===== config.mk =====
export PLATFORM = sky130hd
export DESIGN_NAME = analog_top
export DESIGN_NICKNAME = d
export VERILOG_FILES = /design/src/common/analog_pkg.sv /design/src/rtl/reset_sequencer.sv /design/src/analog/adc_frontend.sv /design/src/analog/dac_mixer.sv /design/src/analog/dac_output.sv /design/src/rtl/analog_top.sv
export SDC_FILE = /design/constraint.sdc
export NUM_CORES = 1
export LEC_CHECK = 0
export ABC_CLOCK_PERIOD_IN_PS = 2900
export BUFFER_PORTS_ARGS = -buffer_cell sky130_fd_sc_hd__buf_2
export CELL_PAD_IN_SITES_DETAIL_PLACEMENT = 1
export CELL_PAD_IN_SITES_GLOBAL_PLACEMENT = 1
export CORE_MARGIN = 1.5
export CORE_UTILIZATION = 39
export CTS_BUF_LIST = sky130_fd_sc_hd__clkbuf_2 sky130_fd_sc_hd__clkbuf_4 sky130_fd_sc_hd__clkbuf_8
export DETAILED_ROUTE_END_ITERATION = 10
export PLACE_DENSITY_LB_ADDON = 0.25
export SLEW_MARGIN = 20
export SYNTH_ARGS = -nofsm -noshare
export SYNTH_HDL_FRONTEND = slang
export SYNTH_SLANG_ARGS = --single-unit
export TNS_END_PERCENT = 1

===== constraint.sdc =====
create_clock -name adc_clk -period 2.9 [get_ports adc_clk]
set_clock_uncertainty 0.1 [all_clocks]
set_input_delay 0.145 -clock adc_clk [delete_from_list [all_inputs] [get_ports adc_clk]]
set_output_delay 0.145 -clock adc_clk [all_outputs]
set_load 0.02 [all_outputs]

===== src/common/analog_pkg.sv =====
// Shared widths, sample types and sequencer states for the analog datapath, used by scoped name
`default_nettype none

package analog_pkg;

  //////////////////////////////////////////////////
  // Widths
  //////////////////////////////////////////////////

  localparam int unsigned ADC_RAW_W    = 16;  // Raw word from one ADC channel
  localparam int unsigned ADC_LSB_DROP = 2;   // Low bits unused on the 14-bit converter
  localparam int unsigned SAMPLE_W     = 14;  // Signed sample and DAC code
  localparam int unsigned SUM_W        = 15;  // One guard bit for generator + controller

  //////////////////////////////////////////////////
  // Reset sequencing
  //////////////////////////////////////////////////

  localparam int unsigned RST_CNT_W = 7;  // Counter must also hold the final value

  // Core stays in reset this many cycles after lock
  localparam logic [RST_CNT_W-1:0] RST_HOLD_CYCLES = 7'd64;

  //////////////////////////////////////////////////
  // Types
  //////////////////////////////////////////////////

  // Raw ADC word, negative-slope offset code in the upper bits
  typedef logic [ADC_RAW_W-1:0] adc_raw_t;

  // Two's complement sample inside the core
  typedef logic signed [SAMPLE_W-1:0] sample_t;

  // Negative-slope offset code toward the DAC
  typedef logic [SAMPLE_W-1:0] dac_code_t;

  // Lock tracking for the reset sequencer
  typedef enum logic [1:0] {
    SEQ_UNLOCKED = 2'd0,  // Waiting for clock lock, core not held
    SEQ_HOLD     = 2'd1,  // Lock seen, core held in reset
    SEQ_RUN      = 2'd2   // Normal operation
  } seq_state_e;

endpackage

`default_nettype wire


===== src/rtl/reset_sequencer.sv =====
// Holds the core in reset for a fixed count after clock lock and drives the DAC reset
`timescale 1ns/1ps
`default_nettype none

module reset_sequencer (
  input  logic adc_clk,
  input  logic rst_n_i,       // Board reset, synchronous
  input  logic pll_locked_i,  // Clock source lock status
  output logic core_rst_n_o,  // Core reset, active low
  output logic dac_rst_o      // DAC reset, active high
);

  logic                               lock_q;     // Lock delayed one cycle
  logic                               lock_rise;
  analog_pkg::seq_state_e             state_q;
  analog_pkg::seq_state_e             state_d;
  logic [analog_pkg::RST_CNT_W-1:0]   cnt_q;      // Cycles spent in hold

  assign lock_rise = pll_locked_i & ~lock_q;

  //////////////////////////////////////////////////
  // Next state
  //////////////////////////////////////////////////

  always_comb begin
    state_d = state_q;
    case (state_q)
      analog_pkg::SEQ_UNLOCKED: begin
        if (lock_rise)
          state_d = analog_pkg::SEQ_HOLD;
      end
      analog_pkg::SEQ_HOLD: begin
        // Losing lock drops straight out, reset is not extended
        if (!pll_locked_i)
          state_d = analog_pkg::SEQ_UNLOCKED;
        else if (cnt_q == analog_pkg::RST_HOLD_CYCLES - 1'b1)
          state_d = analog_pkg::SEQ_RUN;
      end
      analog_pkg::SEQ_RUN: begin
        if (!pll_locked_i)
          state_d = analog_pkg::SEQ_UNLOCKED;
      end
      default: state_d = analog_pkg::SEQ_UNLOCKED;
    endcase
  end

  //////////////////////////////////////////////////
  // State, counter and reset outputs
  //////////////////////////////////////////////////

  always_ff @(posedge adc_clk) begin
    if (!rst_n_i) begin
      lock_q       <= 1'b0;  // Lock already high at release counts as a rise
      state_q      <= analog_pkg::SEQ_UNLOCKED;
      cnt_q        <= '0;
      core_rst_n_o <= 1'b0;
      dac_rst_o    <= 1'b1;
    end else begin
      lock_q  <= pll_locked_i;
      state_q <= state_d;
      // Zero on entry to hold, counts while holding
      cnt_q   <= (state_q == analog_pkg::SEQ_HOLD) ? cnt_q + 1'b1 : '0;
      // Outputs follow next state so hold starts right after the lock edge
      core_rst_n_o <= (state_d != analog_pkg::SEQ_HOLD);
      dac_rst_o    <= (state_d == analog_pkg::SEQ_HOLD);
    end
  end

endmodule

`default_nettype wire


===== src/analog/adc_frontend.sv =====
// ADC input stage, converts raw converter words to signed samples or selects the loopback path
`timescale 1ns/1ps
`default_nettype none

module adc_frontend (
  input  logic                 adc_clk,
  input  logic                 rst_n_i,
  input  analog_pkg::adc_raw_t adc_dat_a_i,     // Raw word CH A
  input  analog_pkg::adc_raw_t adc_dat_b_i,     // Raw word CH B
  input  logic                 digital_loop_i,  // Replace ADC with DAC samples
  input  analog_pkg::sample_t  loop_a_i,        // Mixer output CH A
  input  analog_pkg::sample_t  loop_b_i,        // Mixer output CH B
  output analog_pkg::sample_t  adc_a_o,
  output analog_pkg::sample_t  adc_b_o
);

  analog_pkg::sample_t conv_a;
  analog_pkg::sample_t conv_b;

  // Upper bits only, then negative slope to two's complement
  function automatic analog_pkg::sample_t raw_to_sample(input analog_pkg::adc_raw_t raw);
    logic [analog_pkg::SAMPLE_W-1:0] code;
    code = raw[analog_pkg::ADC_RAW_W-1:analog_pkg::ADC_LSB_DROP];
    // MSB kept, magnitude bits flipped
    return {code[analog_pkg::SAMPLE_W-1], ~code[analog_pkg::SAMPLE_W-2:0]};
  endfunction

  assign conv_a = raw_to_sample(adc_dat_a_i);
  assign conv_b = raw_to_sample(adc_dat_b_i);

  //////////////////////////////////////////////////
  // Sample register
  //////////////////////////////////////////////////

  always_ff @(posedge adc_clk) begin
    if (!rst_n_i) begin
      adc_a_o <= '0;
      adc_b_o <= '0;
    end else begin
      adc_a_o <= digital_loop_i ? loop_a_i : conv_a;  // Loop ignores ADC input
      adc_b_o <= digital_loop_i ? loop_b_i : conv_b;
    end
  end

endmodule

`default_nettype wire


===== src/analog/dac_mixer.sv =====
// DAC mixing stage, adds generator and controller samples per channel and saturates to 14 bits
`timescale 1ns/1ps
`default_nettype none

module dac_mixer (
  input  logic                adc_clk,
  input  logic                rst_n_i,
  input  analog_pkg::sample_t asg_a_i,  // Generator CH A
  input  analog_pkg::sample_t asg_b_i,  // Generator CH B
  input  analog_pkg::sample_t pid_a_i,  // Controller CH A
  input  analog_pkg::sample_t pid_b_i,  // Controller CH B
  output analog_pkg::sample_t mix_a_o,
  output analog_pkg::sample_t mix_b_o
);

  analog_pkg::sample_t sat_a;
  analog_pkg::sample_t sat_b;

  // Sign extend by one bit, add, clamp on overflow
  function automatic analog_pkg::sample_t sat_add(input analog_pkg::sample_t a,
                                                  input analog_pkg::sample_t b);
    logic [analog_pkg::SUM_W-1:0] sum;
    logic                         sign;
    sum  = {a[analog_pkg::SAMPLE_W-1], a} + {b[analog_pkg::SAMPLE_W-1], b};
    sign = sum[analog_pkg::SUM_W-1];
    // Top two bits disagree only when the result left the 14-bit range
    if (sign ^ sum[analog_pkg::SUM_W-2])
      return {sign, {(analog_pkg::SAMPLE_W-1){~sign}}};  // 8191 or -8192
    else
      return sum[analog_pkg::SAMPLE_W-1:0];
  endfunction

  assign sat_a = sat_add(asg_a_i, pid_a_i);
  assign sat_b = sat_add(asg_b_i, pid_b_i);

  //////////////////////////////////////////////////
  // Mix register
  //////////////////////////////////////////////////

  always_ff @(posedge adc_clk) begin
    if (!rst_n_i) begin
      mix_a_o <= '0;
      mix_b_o <= '0;
    end else begin
      mix_a_o <= sat_a;
      mix_b_o <= sat_b;
    end
  end

endmodule

`default_nettype wire


===== src/analog/dac_output.sv =====
// DAC output stage, turns saturated samples into registered negative-slope converter codes
`timescale 1ns/1ps
`default_nettype none

module dac_output (
  input  logic                  adc_clk,
  input  logic                  rst_n_i,
  input  analog_pkg::sample_t   mix_a_i,       // Saturated CH A
  input  analog_pkg::sample_t   mix_b_i,       // Saturated CH B
  output analog_pkg::dac_code_t dac_code_a_o,  // To converter CH A
  output analog_pkg::dac_code_t dac_code_b_o   // To converter CH B
);

  analog_pkg::dac_code_t code_a;
  analog_pkg::dac_code_t code_b;

  // Inverse of the ADC mapping, sign kept and magnitude flipped
  function automatic analog_pkg::dac_code_t sample_to_code(input analog_pkg::sample_t s);
    return {s[analog_pkg::SAMPLE_W-1], ~s[analog_pkg::SAMPLE_W-2:0]};
  endfunction

  assign code_a = sample_to_code(mix_a_i);
  assign code_b = sample_to_code(mix_b_i);

  //////////////////////////////////////////////////
  // Output register facing the converter
  //////////////////////////////////////////////////

  // Zero code during reset, the DAC reset line marks it invalid
  always_ff @(posedge adc_clk) begin
    if (!rst_n_i) begin
      dac_code_a_o <= '0;
      dac_code_b_o <= '0;
    end else begin
      dac_code_a_o <= code_a;
      dac_code_b_o <= code_b;
    end
  end

endmodule

`default_nettype wire


===== src/rtl/analog_top.sv =====
// Top level of the analog datapath, connects reset sequencing and the ADC and DAC stages to pins
`timescale 1ns/1ps
`default_nettype none

module analog_top (
  input  logic                  adc_clk,
  input  logic                  rst_n_i,         // Board reset, active low
  input  logic                  pll_locked_i,    // Clock source locked
  input  logic                  digital_loop_i,  // DAC samples back into ADC path
  // ADC
  input  analog_pkg::adc_raw_t  adc_dat_a_i,
  input  analog_pkg::adc_raw_t  adc_dat_b_i,
  // Generator and controller samples
  input  analog_pkg::sample_t   asg_a_i,
  input  analog_pkg::sample_t   asg_b_i,
  input  analog_pkg::sample_t   pid_a_i,
  input  analog_pkg::sample_t   pid_b_i,
  // Converted ADC samples
  output analog_pkg::sample_t   adc_a_o,
  output analog_pkg::sample_t   adc_b_o,
  // DAC
  output analog_pkg::dac_code_t dac_code_a_o,
  output analog_pkg::dac_code_t dac_code_b_o,
  output logic                  dac_rst_o
);

  logic                core_rst_n;  // Stage reset from sequencer
  analog_pkg::sample_t mix_a;       // Saturated sums, to DAC and loop
  analog_pkg::sample_t mix_b;

  //////////////////////////////////////////////////
  // Reset sequencing
  //////////////////////////////////////////////////

  reset_sequencer u_reset_sequencer (
    .adc_clk      (adc_clk),
    .rst_n_i      (rst_n_i),
    .pll_locked_i (pll_locked_i),
    .core_rst_n_o (core_rst_n),
    .dac_rst_o    (dac_rst_o)
  );

  //////////////////////////////////////////////////
  // ADC path
  //////////////////////////////////////////////////

  adc_frontend u_adc_frontend (
    .adc_clk        (adc_clk),
    .rst_n_i        (core_rst_n),
    .adc_dat_a_i    (adc_dat_a_i),
    .adc_dat_b_i    (adc_dat_b_i),
    .digital_loop_i (digital_loop_i),
    .loop_a_i       (mix_a),  // Loop taps before the DAC register
    .loop_b_i       (mix_b),
    .adc_a_o        (adc_a_o),
    .adc_b_o        (adc_b_o)
  );

  //////////////////////////////////////////////////
  // DAC path
  //////////////////////////////////////////////////

  dac_mixer u_dac_mixer (
    .adc_clk (adc_clk),
    .rst_n_i (core_rst_n),
    .asg_a_i (asg_a_i),
    .asg_b_i (asg_b_i),
    .pid_a_i (pid_a_i),
    .pid_b_i (pid_b_i),
    .mix_a_o (mix_a),
    .mix_b_o (mix_b)
  );

  dac_output u_dac_output (
    .adc_clk      (adc_clk),
    .rst_n_i      (core_rst_n),
    .mix_a_i      (mix_a),
    .mix_b_i      (mix_b),
    .dac_code_a_o (dac_code_a_o),
    .dac_code_b_o (dac_code_b_o)
  );

endmodule

`default_nettype wire


======== Yosys cells after proc, flatten, opt, wreduce, memory -nomap -nowiden ========
Index checks and enable logic that the tools add are counted.
W data, S select, Z words.
word-level totals
  flip-flop bits (word level) ............. 96
  latch bits .............................. 0
  RAM bits ................................ 0
  memory bits (read-only) ................. 0
  input port bits ......................... 92
  logic and storage cells ................. 40
  memories kept ........................... 0
operators by class
  $add $sub $neg .......................... 3
  $mul .................................... 0
  divide/modulo/power cells ............... 0
  magnitude comparators ................... 0
  equality and inequality tests ........... 5
  shifts and indexed selects .............. 0
  muxes and demuxes ....................... 9
  bitwise operators ....................... 10
  reductions and logical operators ........ 2
operators with widths
  kind                   number
  $mux W14               4
  $not A13 Y13           4
  $add A14 B14 Y15       2
  $mux W2                4
  $add A7 B1 Y7 const B  1
  $eq A7 B6 Y1 const B   1
  $pmux W2 S3            1
  $eq A2 B1 Y1 const B   2
  $not A1 Y1             3
  $eq A2 B2 Y1 const B   1
  $logic_not A2 Y1       1
  $ne A2 B1 Y1 const B   1
  $reduce_and A2 Y1      1
  $xor A1 B1 Y1          2
  $and A1 B1 Y1          1

======== Depth between registers and ports, before layout ========
Gate-level depths: netlist (run 1).
  word-level depth ........................ 5
  gate-level depth with buffers ........... 10
  depth with buffers taken out ............ 9

======== Hierarchy ========
A second synthesis (run 1) with hierarchy kept.
second synthesis, totals
  cells, all modules ...................... 563
  area total of the unflattened synthesis .. 5245.0 um^2
modules (own cells, without submodules)
  module           instances  cells an instance  area an instance (um^2)
  dac_mixer        1          341                2827.7
  adc_frontend     1          118                1183.6
  dac_output       1          58                 780.7
  reset_sequencer  1          46                 452.9

======== Least setup slack after synthesis (run 1) ========
OpenSTA, ideal clock, no wires.
  path type ............................... input port to flip-flop
  start point ............................. in asg_b_i[0]
  end point ............................... reg u_dac_mixer.mix_b_o[11]
  setup time .............................. 127 ps
  arrival time ............................ 2064 ps
  setup slack ............................. 609 ps
  stages .................................. 8
  buffers on the path ..................... 0
  cell sequence ........................... ha_1 > fa_1 > a211oi_2 > o21ai_0 > a41o_2 > o21ai_1 > a21oi_1 > or3b_1
on the way
  cells in the longest elaborated chain, start to end .. 3
  elaborated cells between the ends (all ways) .. 4
RTL lines
  what                                         line                              source
  from (decl)                                  analog_top.sv:15                  input analog_pkg::sample_t asg_b_i,
  $add A14 B14 Y15 (*)                         dac_mixer.sv:24                   sum = {a[analog_pkg::SAMPLE_W-1], a} + {b[analog_pkg::SAMPLE_W-1], b};
  $xor A1 B1 Y1 or $not A1 Y1 (tied branches)  dac_mixer.sv:27, dac_mixer.sv:28
  $mux W14 (*)                                 dac_mixer.sv:27                   if (sign ^ sum[analog_pkg::SUM_W-2])
  to (signal assigned)                         dac_mixer.sv:46                   mix_b_o <= sat_b;
  to (decl)                                    dac_mixer.sv:13                   output analog_pkg::sample_t mix_b_o
Every way passes the cells marked *; elsewhere a longest branch is shown, timed or not.
A chain may end at the register's enable or synchronous reset.

======== Final worst setup path (run 1) ========
Ends and elaborated chain as after synthesis.

==> flow_metrics.tcl, run 1 <==
set metrics [dict create \
    period_minus_slack_ns 2.306 \
    synth.most_common_cell "dfxtp_1" \
    max_freq_mhz 433.6 \
    hold_end "u_adc_frontend.adc_a_o[5]$_SDFF_PN0_" \
    ys_seq_area_frac 0.4051 \
    arrival_ns 2.43 \
    track_usage 0.1938 \
    r2r_end "u_reset_sequencer.dac_rst_o$_SDFF_PN1_" \
    hold_viol_final 0 \
    drv_slew 0 \
    worstRegToRegCells 7 \
    r2r_setup_slack_ns 1.24 \
    final_nets 801 \
    endpoint_kind "flip-flop" \
    timing.rr.start "u_reset_sequencer.cnt_q[0]$_SDFF_PN0_" \
    slew_headroom 0.4344 \
    wl_per_cell_um 14.54 \
    grt_first_pass_wirelength_um 20180 \
    powerDensity_nw_per_um2 518.4 \
    synth_area_leaders "dfxtp_1 (41%), ha_1 (7.6%), nor2b_1 (4.7%)" \
    path_cells "buf_2 > ha_1 > fa_1 > a211oi_2 > o21ai_0 > a41o_2 > o21ai_1 > a21oi_1 > or3b_1" \
    ys_top_cells_by_count "dfxtp_1 (96), nand2_1 (58), o21ai_0 (41), nor2b_1 (36), and2_1 (32)" \
    timing.hold.ws_ns 0.01817 \
    syn-cell-area_um2 4745 \
    die_y_um 113.3 \
    rows 40 \
    cts_tree "done" \
    synth-seq-cells 96 \
    drt-total-wl_um 12040 \
    worstHoldPathCells 3 \
    chipWidth_um 113.3 \
    clockBufferDepth 2 \
    place_area_um2 5558 \
    cp-start-kind "primary input" \
    vias 4147 \
    finalCritPeriodShare 0.7952 \
    leakage_nw 2.732 \
    finalSetupTns_ns 0 \
    vias_per_cell 5.008 \
    status "completed" \
    ys.flop_type "dfxtp_1" \
    synthCells 522 \
    critical-path-max-stage-delay_ns 0.44 \
    path_clk_slew_ns 0.08 \
    syn2layout_area_growth_pct 25.16 \
    grt_max_degree 74 \
    globalplace.congestion 0.8695 \
    root_buffer "clkbuf_8" \
    grt_pass1_vias 4271 \
    clk_latency_ns 0.35 \
    synth_fp_nets 645 \
    crit_path_top_delay_cell "fa_1" \
    finalPower_mw 3.079 \
    htreeDepth 3 \
    drt_iter0_markers 191 \
    drc 0 \
    cap_violations 0 \
    io_pins 149 \
    antenna_found_initial 0 \
    crit_type "in2reg" \
    antennaDiodeCount 0 \
    final_cell_area_um2 5938 \
    die_area_um2 12840 \
    dp.final_hpwl_um 9261 \
    synth_edf_count 0 \
    clkSinkCount 96 \
    yosys.area.top_type "dfxtp_1" \
    worstHoldStart "adc_dat_a_i[7]" \
    cts-buffers-inserted 9 \
    detail_route.first_pass.iterations 4 \
    synth_cell_types 68 \
    synth_top_area_frac 0.4051 \
    ir_worst_vdd_mv 0.2034 \
    setup_viol 0 \
    core_area_um2 11960 \
    worstPathMaxFanout 5 \
    hp-class "in2reg" \
    port_buffers 144 \
    worst_ep_required_time_ns 3.03 \
    async_reset_ff_frac 0 \
    grt_setup_unrepaired "no" \
    initial_core_util 0.3967 \
    tightest_slew_ns 0.8484 \
    yosysWarnings 0 \
    antenna_left 0 \
    avgSynthCellArea_um2 9.089 \
    grt_overflow_total 0 \
    drive_above_1_share 0.2849 \
]
[worst max path at each step]
stage                     startpoint  slack [ns]  depth (start not counted)                                 end
after floorplan           asg_b_i[0]        0.61                          8  u_dac_mixer.mix_b_o[11]$_SDFF_PN0_
after global placement    asg_b_i[0]        0.30                          9  u_dac_mixer.mix_b_o[11]$_SDFF_PN0_
after detailed placement  asg_b_i[0]        0.24                          9  u_dac_mixer.mix_b_o[11]$_SDFF_PN0_
after CTS                 asg_b_i[0]        0.62                          9  u_dac_mixer.mix_b_o[11]$_SDFF_PN0_
after global routing      asg_b_i[0]        0.51                          9  u_dac_mixer.mix_b_o[11]$_SDFF_PN0_
final                     asg_b_i[0]        0.59                          9  u_dac_mixer.mix_b_o[11]$_SDFF_PN0_
[area by class of cell]
cell class              instances  area, um2
flip-flops and latches         96       1923
fillers                      1487       6023
repair buffers                166      935.9
multi-input cells             398       2689
clock buffers                  14      180.2
well taps                     147      183.9
inverters                       7      26.28
[through the flow]
| step | setup WS (ns) | util | cells |
|---|---|---|---|
| floorplan | 0.6091 | - | 522 |
| global placement | 0.3022 | 0.4646 | 794 |
| detailed placement | 0.2422 | 0.4646 | 794 |
| CTS | 0.6211 | 0.4964 | 828 |
| global route | 0.5105 | 0.4964 | 828 |
| finish | 0.5939 | 0.4964 | 828 |
[report_power, final]
part	switching [mW]	internal (mW)	total, mW
clock	0.394	0.393	0.787
combinational	0.468	0.345	0.813
sequential	0.0499	1.43	1.48
[per-layer routing]
layer / part of all wire / track usage / up-vias
met5: 0 / 0 / -
met4: 0.0086 / 0.05000 / 0
met3: 0.036 / 0.02999 / 6
met2: 0.46 / 0.3188 / 98
met1: 0.50 / 0.2666 / 1918
li1: - / - / 2125
[logic make-up after synthesis]
kind of cell,share of synthesized area
compound gates,0.1883
xor+xnor,0.04246
fa+ha+maj,0.08914
buf+inv,0.02821
flops,0.4051
mux,0.007383
simple gates,0.2395
[registers in the layout, indices dropped and copies added, names as in the netlist]
register / flops
u_adc_frontend.adc_a_o: 14
u_adc_frontend.adc_b_o: 14
u_dac_mixer.mix_a_o: 14
u_dac_mixer.mix_b_o: 14
u_dac_output.dac_code_a_o: 14
u_dac_output.dac_code_b_o: 14
u_reset_sequencer.cnt_q: 7
u_reset_sequencer.core_rst_n_o: 1
u_reset_sequencer.dac_rst_o: 1
u_reset_sequencer.lock_q: 1
u_reset_sequencer.state_q: 2
[critical path: cells and delay by family]
kind                       cells  cell delay [ns]
AOI/OAI and AO/OA              5             1.13
adders and majority gates      2             0.66
buffers and inverters          1             0.10
and+or+nand+nor                1             0.38
[cells in the final DEF (no fill, tap or decap), types with 7 or more instances in the layout]
| master | count |
|---|---|
| nand3_1 | 15 |
| nor2_1 | 23 |
| xor2_1 | 12 |
| nor2b_1 | 36 |
| xnor2_1 | 11 |
| buf_2 | 144 |
| a21boi_2 | 10 |
| clkbuf_8 | 12 |
| ha_1 | 29 |
| inv_1 | 7 |
| nand2_1 | 58 |
| nor3_1 | 11 |
| dlygate4sd3_1 | 20 |
| and2_1 | 32 |
| o21ai_0 | 41 |
| dfxtp_1 | 95 |
| or3_1 | 8 |
| a21oi_1 | 24 |
[repair_timing]
item                                   in CTS  in global routing
endpoints found under the hold margin      21                  0
hold buffers                               20                  0
setup buffers                               0                  0
gates resized for setup                     0                  0
Power figures use the tool's default switching activity.
==> run 2: changes to the inputs <==
--- a/config.mk
+++ b/config.mk
@@ -5,7 +5,7 @@
 export SDC_FILE = /design/constraint.sdc
 export NUM_CORES = 1
 export LEC_CHECK = 0
-export ABC_CLOCK_PERIOD_IN_PS = 2900
+export ABC_CLOCK_PERIOD_IN_PS = 2400
 export BUFFER_PORTS_ARGS = -buffer_cell sky130_fd_sc_hd__buf_2
 export CELL_PAD_IN_SITES_DETAIL_PLACEMENT = 1
 export CELL_PAD_IN_SITES_GLOBAL_PLACEMENT = 1
==> constraint.sdc (replaced) <==
create_clock -name adc_clk -period 2.4 [get_ports adc_clk]
set_clock_uncertainty 0.1 [all_clocks]
set_input_delay 0.12 -clock adc_clk [delete_from_list [all_inputs] [get_ports adc_clk]]
set_output_delay 0.12 -clock adc_clk [all_outputs]
set_load 0.02 [all_outputs]
==> run 2 against run 1 <==
Compared with the run above:
- routed wire length increased by 9.0%
- core utilization increased by 1.9 points
- global-route usage increased by 1.5 points
- largest power group unchanged
- sequential cell count unchanged
- total power increased by 27%
==> flow_metrics.tcl, run 2 (synthesis gave the netlist of run 1 again) <==
set metrics [dict create \
    syn2layout_area_growth_pct 29.88 \
    crit_path_top_delay_cell "fa_1" \
    powerDensity_nw_per_um2 634.6 \
    worst_ep_required_time_ns 2.53 \
    critical_path.top_delay_family "compound AO/OA/AOI/OAI gates" \
    p_int_mw 2.742 \
    setup_viol 0 \
    endpoint_kind "flip-flop" \
    mostFrequentLayoutCell "buf_2" \
    antenna_left 0 \
    crit_buf_inv 1 \
    drv_slew 0 \
    worstPathMaxFanout 5 \
    comb_power_share 0.266 \
    vias 4276 \
    sw_frac_of_total 0.2987 \
    core_area_um2 11960 \
    chipWidth_um 113.3 \
    track_usage 0.2087 \
    cts-buffers-inserted 9 \
    max_freq_mhz 441.4 \
    ir_worst_vdd_mv 0.3192 \
    initial_core_util 0.3967 \
    hold_viol_final 0 \
    final_cells 852 \
    timing.rr.start "u_reset_sequencer.cnt_q[0]$_SDFF_PN0_" \
    path_cells "buf_2 > ha_1 > fa_1 > a211oi_2 > o21ai_0 > a41o_2 > o21ai_1 > a21oi_1 > or3b_1" \
    grt_setup_unrepaired "no" \
    drc 0 \
    worstHoldPathCells 3 \
    clock_power_share 0.277 \
    cts_resized 0 \
    critical-path-max-stage-delay_ns 0.40 \
    hp-class "in2reg" \
    vias_per_cell 5.019 \
    rows 40 \
    globalplace.congestion 0.8100 \
    grt_first_pass_wirelength_um 21600 \
    cts_tree "done" \
    status "completed" \
    drt_iter0_markers 210 \
    grt_overflow_total 0 \
    port_buffers 144 \
    drt-total-wl_um 13120 \
    dp.final_hpwl_um 9671 \
    r2r_end "u_reset_sequencer.dac_rst_o$_SDFF_PN1_" \
    slew_headroom 0.4365 \
    tightest_slew_ns 0.8453 \
    hold_end "u_adc_frontend.adc_a_o[12]$_SDFF_PN0_" \
    dp.cells 808 \
    die_y_um 113.3 \
    htreeDepth 3 \
    r2r_setup_slack_ns 0.72 \
    antennaDiodeCount 0 \
    pwr-share-seq 0.458 \
    grt_pass1_vias 4417 \
    cp-start-kind "primary input" \
    cap_violations 0 \
    worstHoldStart "adc_dat_a_i[14]" \
    final_nets 823 \
    io_pins 149 \
    antenna_found_initial 0 \
    period_minus_slack_ns 2.265 \
    final_cell_mix "buf_2 (144), dfxtp_1 (95), nand2_1 (58)" \
    die_area_um2 12840 \
    clkSinkCount 96 \
    clk_latency_ns 0.35 \
    crit_type "in2reg" \
    clockBufferDepth 2 \
    wl_per_cell_um 15.40 \
    finalPower_mw 3.911 \
    drive_above_1_share 0.2979 \
    detail_route.first_pass.iterations 4 \
    finalCritPeriodShare 0.9439 \
    leakage_nw 2.853 \
    root_buffer "clkbuf_8" \
    worstRegToRegCells 7 \
    p_sw_mw 1.168 \
    path_clk_slew_ns 0.08 \
    arrival_ns 2.40 \
    grt_max_degree 74 \
]
run 2: cell count changes in the layout (fill, tap and decap cells not counted):
cell           before  now
buf_12              0    1
bufinv_16           0    1
clkbuf_8           12   11
dlygate4sd3_1      20   28
buf_4               2   15
clkinv_2            0    2
run 2: per-layer routing:
metal | track usage | part of all wire | vias up
li1 | - | - | 2178
met1 | 0.2808 | 0.48 | 1977
met2 | 0.3515 | 0.47 | 106
met3 | 0.01982 | 0.033 | 15
met4 | 0.07167 | 0.015 | 0
met5 | 0 | 0 | -
run 2: worst max path at each step:
stage | startpoint | cells after the start | endpoint | slack, ns
after floorplan | asg_b_i[0] | 8 | u_dac_mixer.mix_b_o[11]$_SDFF_PN0_ | 0.13
after global placement | asg_b_i[0] | 9 | u_dac_mixer.mix_b_o[11]$_SDFF_PN0_ | -0.09
after detailed placement | asg_b_i[0] | 9 | u_dac_mixer.mix_b_o[3]$_SDFF_PN0_ | -0.21
after CTS | asg_b_i[0] | 9 | u_dac_mixer.mix_b_o[3]$_SDFF_PN0_ | 0.18
after global routing | asg_b_i[0] | 9 | u_dac_mixer.mix_b_o[11]$_SDFF_PN0_ | 0.009
final | asg_b_i[0] | 9 | u_dac_mixer.mix_b_o[11]$_SDFF_PN0_ | 0.13
run 2: what timing repair did:
item / in CTS / in global routing
hold endpoints to repair: 29 / 0
setup buffers: 0 / 0
hold buffers: 28 / 0
run 2: power groups by stage:
stage / combinational [mW] / sequential [mW] / clock [mW]
2_1_floorplan: 0.587 / 1.89 / 0
3_3_place_gp: 0.962 / 1.82 / 0
3_5_place_dp: 0.995 / 1.83 / 0
4_1_cts: 1.04 / 1.79 / 1.11
5_1_grt: 1.15 / 1.80 / 1.18
6_report: 1.04 / 1.79 / 1.08
run 2: worst min-delay path, delay by kind of cell:
family                 cells  cell delay [ns]
and+or+nand+nor            1             0.15
buffers and inverters      1             0.08
AOI/OAI and AO/OA          1             0.07
run 2: area by class of cell:
cell class / count / area [um2]
fill: 1466 / 5799
multi-input combinational: 398 / 2689
sequential: 96 / 1923
timing repair buffer: 188 / 1134
tap: 147 / 183.9
clock buffer: 13 / 166.4
clock inverter: 3 / 40.04
inverter: 7 / 26.28
run 2: through the flow:
stage | hold WS (ns) | area (um2) | util | setup WS (ns) | setup TNS (ns)
floorplan | 0.1640 | 4745 | - | 0.1341 | 0
global placement | 0.2792 | 5675 | 0.4745 | -0.08961 | -0.2140
detailed placement | 0.2929 | 5675 | 0.4745 | -0.2118 | -0.9977
CTS | 0.006207 | 6162 | 0.5152 | 0.1805 | 0
global route | 0.01729 | 6162 | 0.5152 | 0.009479 | 0
finish | 0.02297 | 6162 | 0.5152 | 0.1347 | 0
==> run 3: changes to the inputs <==
--- a/config.mk
+++ b/config.mk
@@ -5,12 +5,12 @@
 export SDC_FILE = /design/constraint.sdc
 export NUM_CORES = 1
 export LEC_CHECK = 0
-export ABC_CLOCK_PERIOD_IN_PS = 2400
+export ABC_CLOCK_PERIOD_IN_PS = 2000
 export BUFFER_PORTS_ARGS = -buffer_cell sky130_fd_sc_hd__buf_2
 export CELL_PAD_IN_SITES_DETAIL_PLACEMENT = 1
 export CELL_PAD_IN_SITES_GLOBAL_PLACEMENT = 1
 export CORE_MARGIN = 1.5
-export CORE_UTILIZATION = 39
+export CORE_UTILIZATION = 35
 export CTS_BUF_LIST = sky130_fd_sc_hd__clkbuf_2 sky130_fd_sc_hd__clkbuf_4 sky130_fd_sc_hd__clkbuf_8
 export DETAILED_ROUTE_END_ITERATION = 10
 export PLACE_DENSITY_LB_ADDON = 0.25
==> constraint.sdc (replaced) <==
create_clock -name adc_clk -period 2 [get_ports adc_clk]
set_clock_uncertainty 0.1 [all_clocks]
set_input_delay 0.1 -clock adc_clk [delete_from_list [all_inputs] [get_ports adc_clk]]
set_output_delay 0.1 -clock adc_clk [all_outputs]
set_load 0.02 [all_outputs]
==> run 3 against run 2 <==
Compared with the run above:
- sequential share of layout area fell by 2.8 points
- non-clock buffer count rose by 61
- core utilization fell by 0.41 points
- die area rose by 11%
- global-route usage fell by 0.22 points
- sequential cell count did not move
- cell count rose by 11%
- total power rose by 23%
- register-to-register slack got worse by 0.43 ns
- combinational power rose by 39%
==> flow_metrics.tcl, run 3 (synthesis gave the netlist of run 1 again) <==
set metrics [dict create \
    globalplace.congestion 0.8993 \
    timing.rr.start "u_reset_sequencer.cnt_q[0]$_SDFF_PN0_" \
    grt_max_degree 56 \
    grt_pass1_vias 4913 \
    cts_tree "done" \
    ir_worst_vdd_mv 0.2770 \
    grt_setup_unrepaired "yes" \
    die_y_um 119.4 \
    fill_cells 1608 \
    antennaDiodeCount 0 \
    die_area_um2 14260 \
    tightest_slew_ns 0.4540 \
    setup_viol 0 \
    pwr-share-seq 0.444 \
    htreeDepth 3 \
    cp-start-kind "primary input" \
    rows 42 \
    met2_usage 0.3526 \
    r2r_end "u_reset_sequencer.dac_rst_o$_SDFF_PN1_" \
    period_minus_slack_ns 1.903 \
    arrival_ns 2.12 \
    cts-buffers-inserted 9 \
    syn2layout_area_growth_pct 42.64 \
    multi_input_area_um2 2811 \
    powerDensity_nw_per_um2 713.5 \
    io_pins 149 \
    worstRegToRegCells 7 \
    status "completed" \
    core_area_um2 13240 \
    hp-class "in2reg" \
    track_usage 0.2065 \
    cts_setup_buffers 0 \
    vias_per_cell 4.869 \
    grt_busiest_layer "met2" \
    path_clk_slew_ns 0.09 \
    sw_frac_of_total 0.3191 \
    grt_overflow_total 0 \
    worstHoldStart "pid_a_i[0]" \
    mostFrequentLayoutCell "buf_2" \
    grt_first_pass_wirelength_um 23360 \
    clkSinkCount 96 \
    worstPathMaxFanout 7 \
    chipWidth_um 119.4 \
    cap_violations 0 \
    finalCritPeriodShare 0.9515 \
    use_met1 0.2544 \
    root_buffer "clkbuf_8" \
    p_int_mw 3.288 \
    p_sw_mw 1.541 \
    worst_ep_required_time_ns 2.22 \
    initial_core_util 0.3583 \
    antenna_found_initial 0 \
    wl_per_cell_um 15.04 \
    dp.cells 896 \
    drt-total-wl_um 14170 \
    slew_headroom 0.6973 \
    clockBufferDepth 2 \
    grt.met3_usage 0.03927 \
    worstHoldPathCells 4 \
    antenna_left 0 \
    drv_slew 0 \
    finish.utilization 0.5111 \
    final_nets 884 \
    drt_iter0_markers 165 \
    hold_end "u_dac_mixer.mix_a_o[0]$_SDFF_PN0_" \
    vias 4587 \
    dp.final_hpwl_um 10810 \
    final_cell_mix "buf_2 (144), dfxtp_1 (95), buf_4 (74)" \
    endpoint_kind "flip-flop" \
    clock_power_share 0.256 \
    final_cells 942 \
    r2r_setup_slack_ns 0.29 \
    leakage_nw 3.135 \
    clk_latency_ns 0.38 \
    max_freq_mhz 525.5 \
    hold_viol_final 0 \
    register_area_um2 1923 \
    drive_above_1_share 0.3799 \
    detail_route.first_pass.iterations 4 \
    port_buffers 144 \
    crit_type "in2reg" \
    drc 0 \
    comb_power_share 0.300 \
]
## run 3: cell count changes in the layout (fill, tap and decap cells not counted), moves of 2 or more
cell           change
fa_1               -2
buf_4             +59
clkinv_4           +2
nand2_1            -9
dlygate4sd3_1      +2
o21ai_2            +3
ha_1               -6
ha_4               +6
fa_2               +2
clkbuf_4           -2
o21ai_0            -2
nand2_2            +9
## run 3: final cells by class
class,count,area share
Clock buffer,11,0.02237
Clock inverter,5,0.005731
Inverter,7,0.003882
Multi-Input combinational cell,398,0.4154
Sequential cell,96,0.2842
Tap cell,176,0.03254
Timing Repair Buffer,249,0.2359
## run 3: timing repair
action                                  CTS  global route
hold buffers                             30             0
endpoints found under the setup margin    0             4
gates resized for setup                   0             2
endpoints found under the hold margin    32             0
## run 3: through the flow
| step | hold slack, ns | area [um2] | setup TNS (ns) | total power [mW] | worst slack (ns) |
|---|---|---|---|---|---|
| final | 0.1179 | 6768 | 0 | 4.829 | 0.09694 |
| after CTS | 0.1119 | 6760 | 0 | 4.877 | 0.09041 |
| after floorplan | 0.1440 | 4866 | -0.02836 | 3.024 | -0.009968 |
| after global placement | 0.2567 | 6270 | -5.312 | 3.527 | -0.2322 |
| after global routing | 0.1321 | 6768 | -0.007461 | 5.124 | -0.007461 |
| after detailed placement | 0.2668 | 6270 | -6.746 | 3.582 | -0.3187 |
## run 3: how the worst max path moves through the flow
stage	start	endpoint	slack (ns)	cells past startpoint
detailed placement	asg_a_i[0]	u_dac_mixer.mix_a_o[0]$_SDFF_PN0_	-0.32	10
floorplan	asg_b_i[0]	u_dac_mixer.mix_b_o[11]$_SDFF_PN0_	-0.01	8
global placement	asg_b_i[0]	u_dac_mixer.mix_b_o[11]$_SDFF_PN0_	-0.23	9
CTS	asg_a_i[0]	u_dac_mixer.mix_a_o[0]$_SDFF_PN0_	0.09	10
finish	asg_b_i[0]	u_dac_mixer.mix_b_o[8]$_SDFF_PN0_	0.1	10
global route	asg_a_i[0]	u_dac_mixer.mix_a_o[0]$_SDFF_PN0_	-0.007	10
## run 3: critical path, cell delays in order
cell	delay, ns
buf_2	0.12
ha_4	0.16
fa_2	0.37
a211oi_2	0.24
o21ai_1	0.11
a41o_2	0.32
nor3_4	0.32
nand2_2	0.14
buf_4	0.18
nand4_1	0.06
## run 3: power groups by stage
stage / combinational [mW] / sequential (mW) / clock (mW)
floorplan: 0.750 / 2.27 / 0
global placement: 1.35 / 2.18 / 0
global route: 1.59 / 2.16 / 1.37
CTS: 1.45 / 2.14 / 1.28
finish: 1.45 / 2.14 / 1.24
detailed placement: 1.40 / 2.19 / 0
## run 3: routing by layer
layer | part of all wire | wire length, um
met5 | 0 | 0
met4 | 0.026 | 363
met3 | 0.036 | 507
met2 | 0.48 | 6858
met1 | 0.45 | 6439
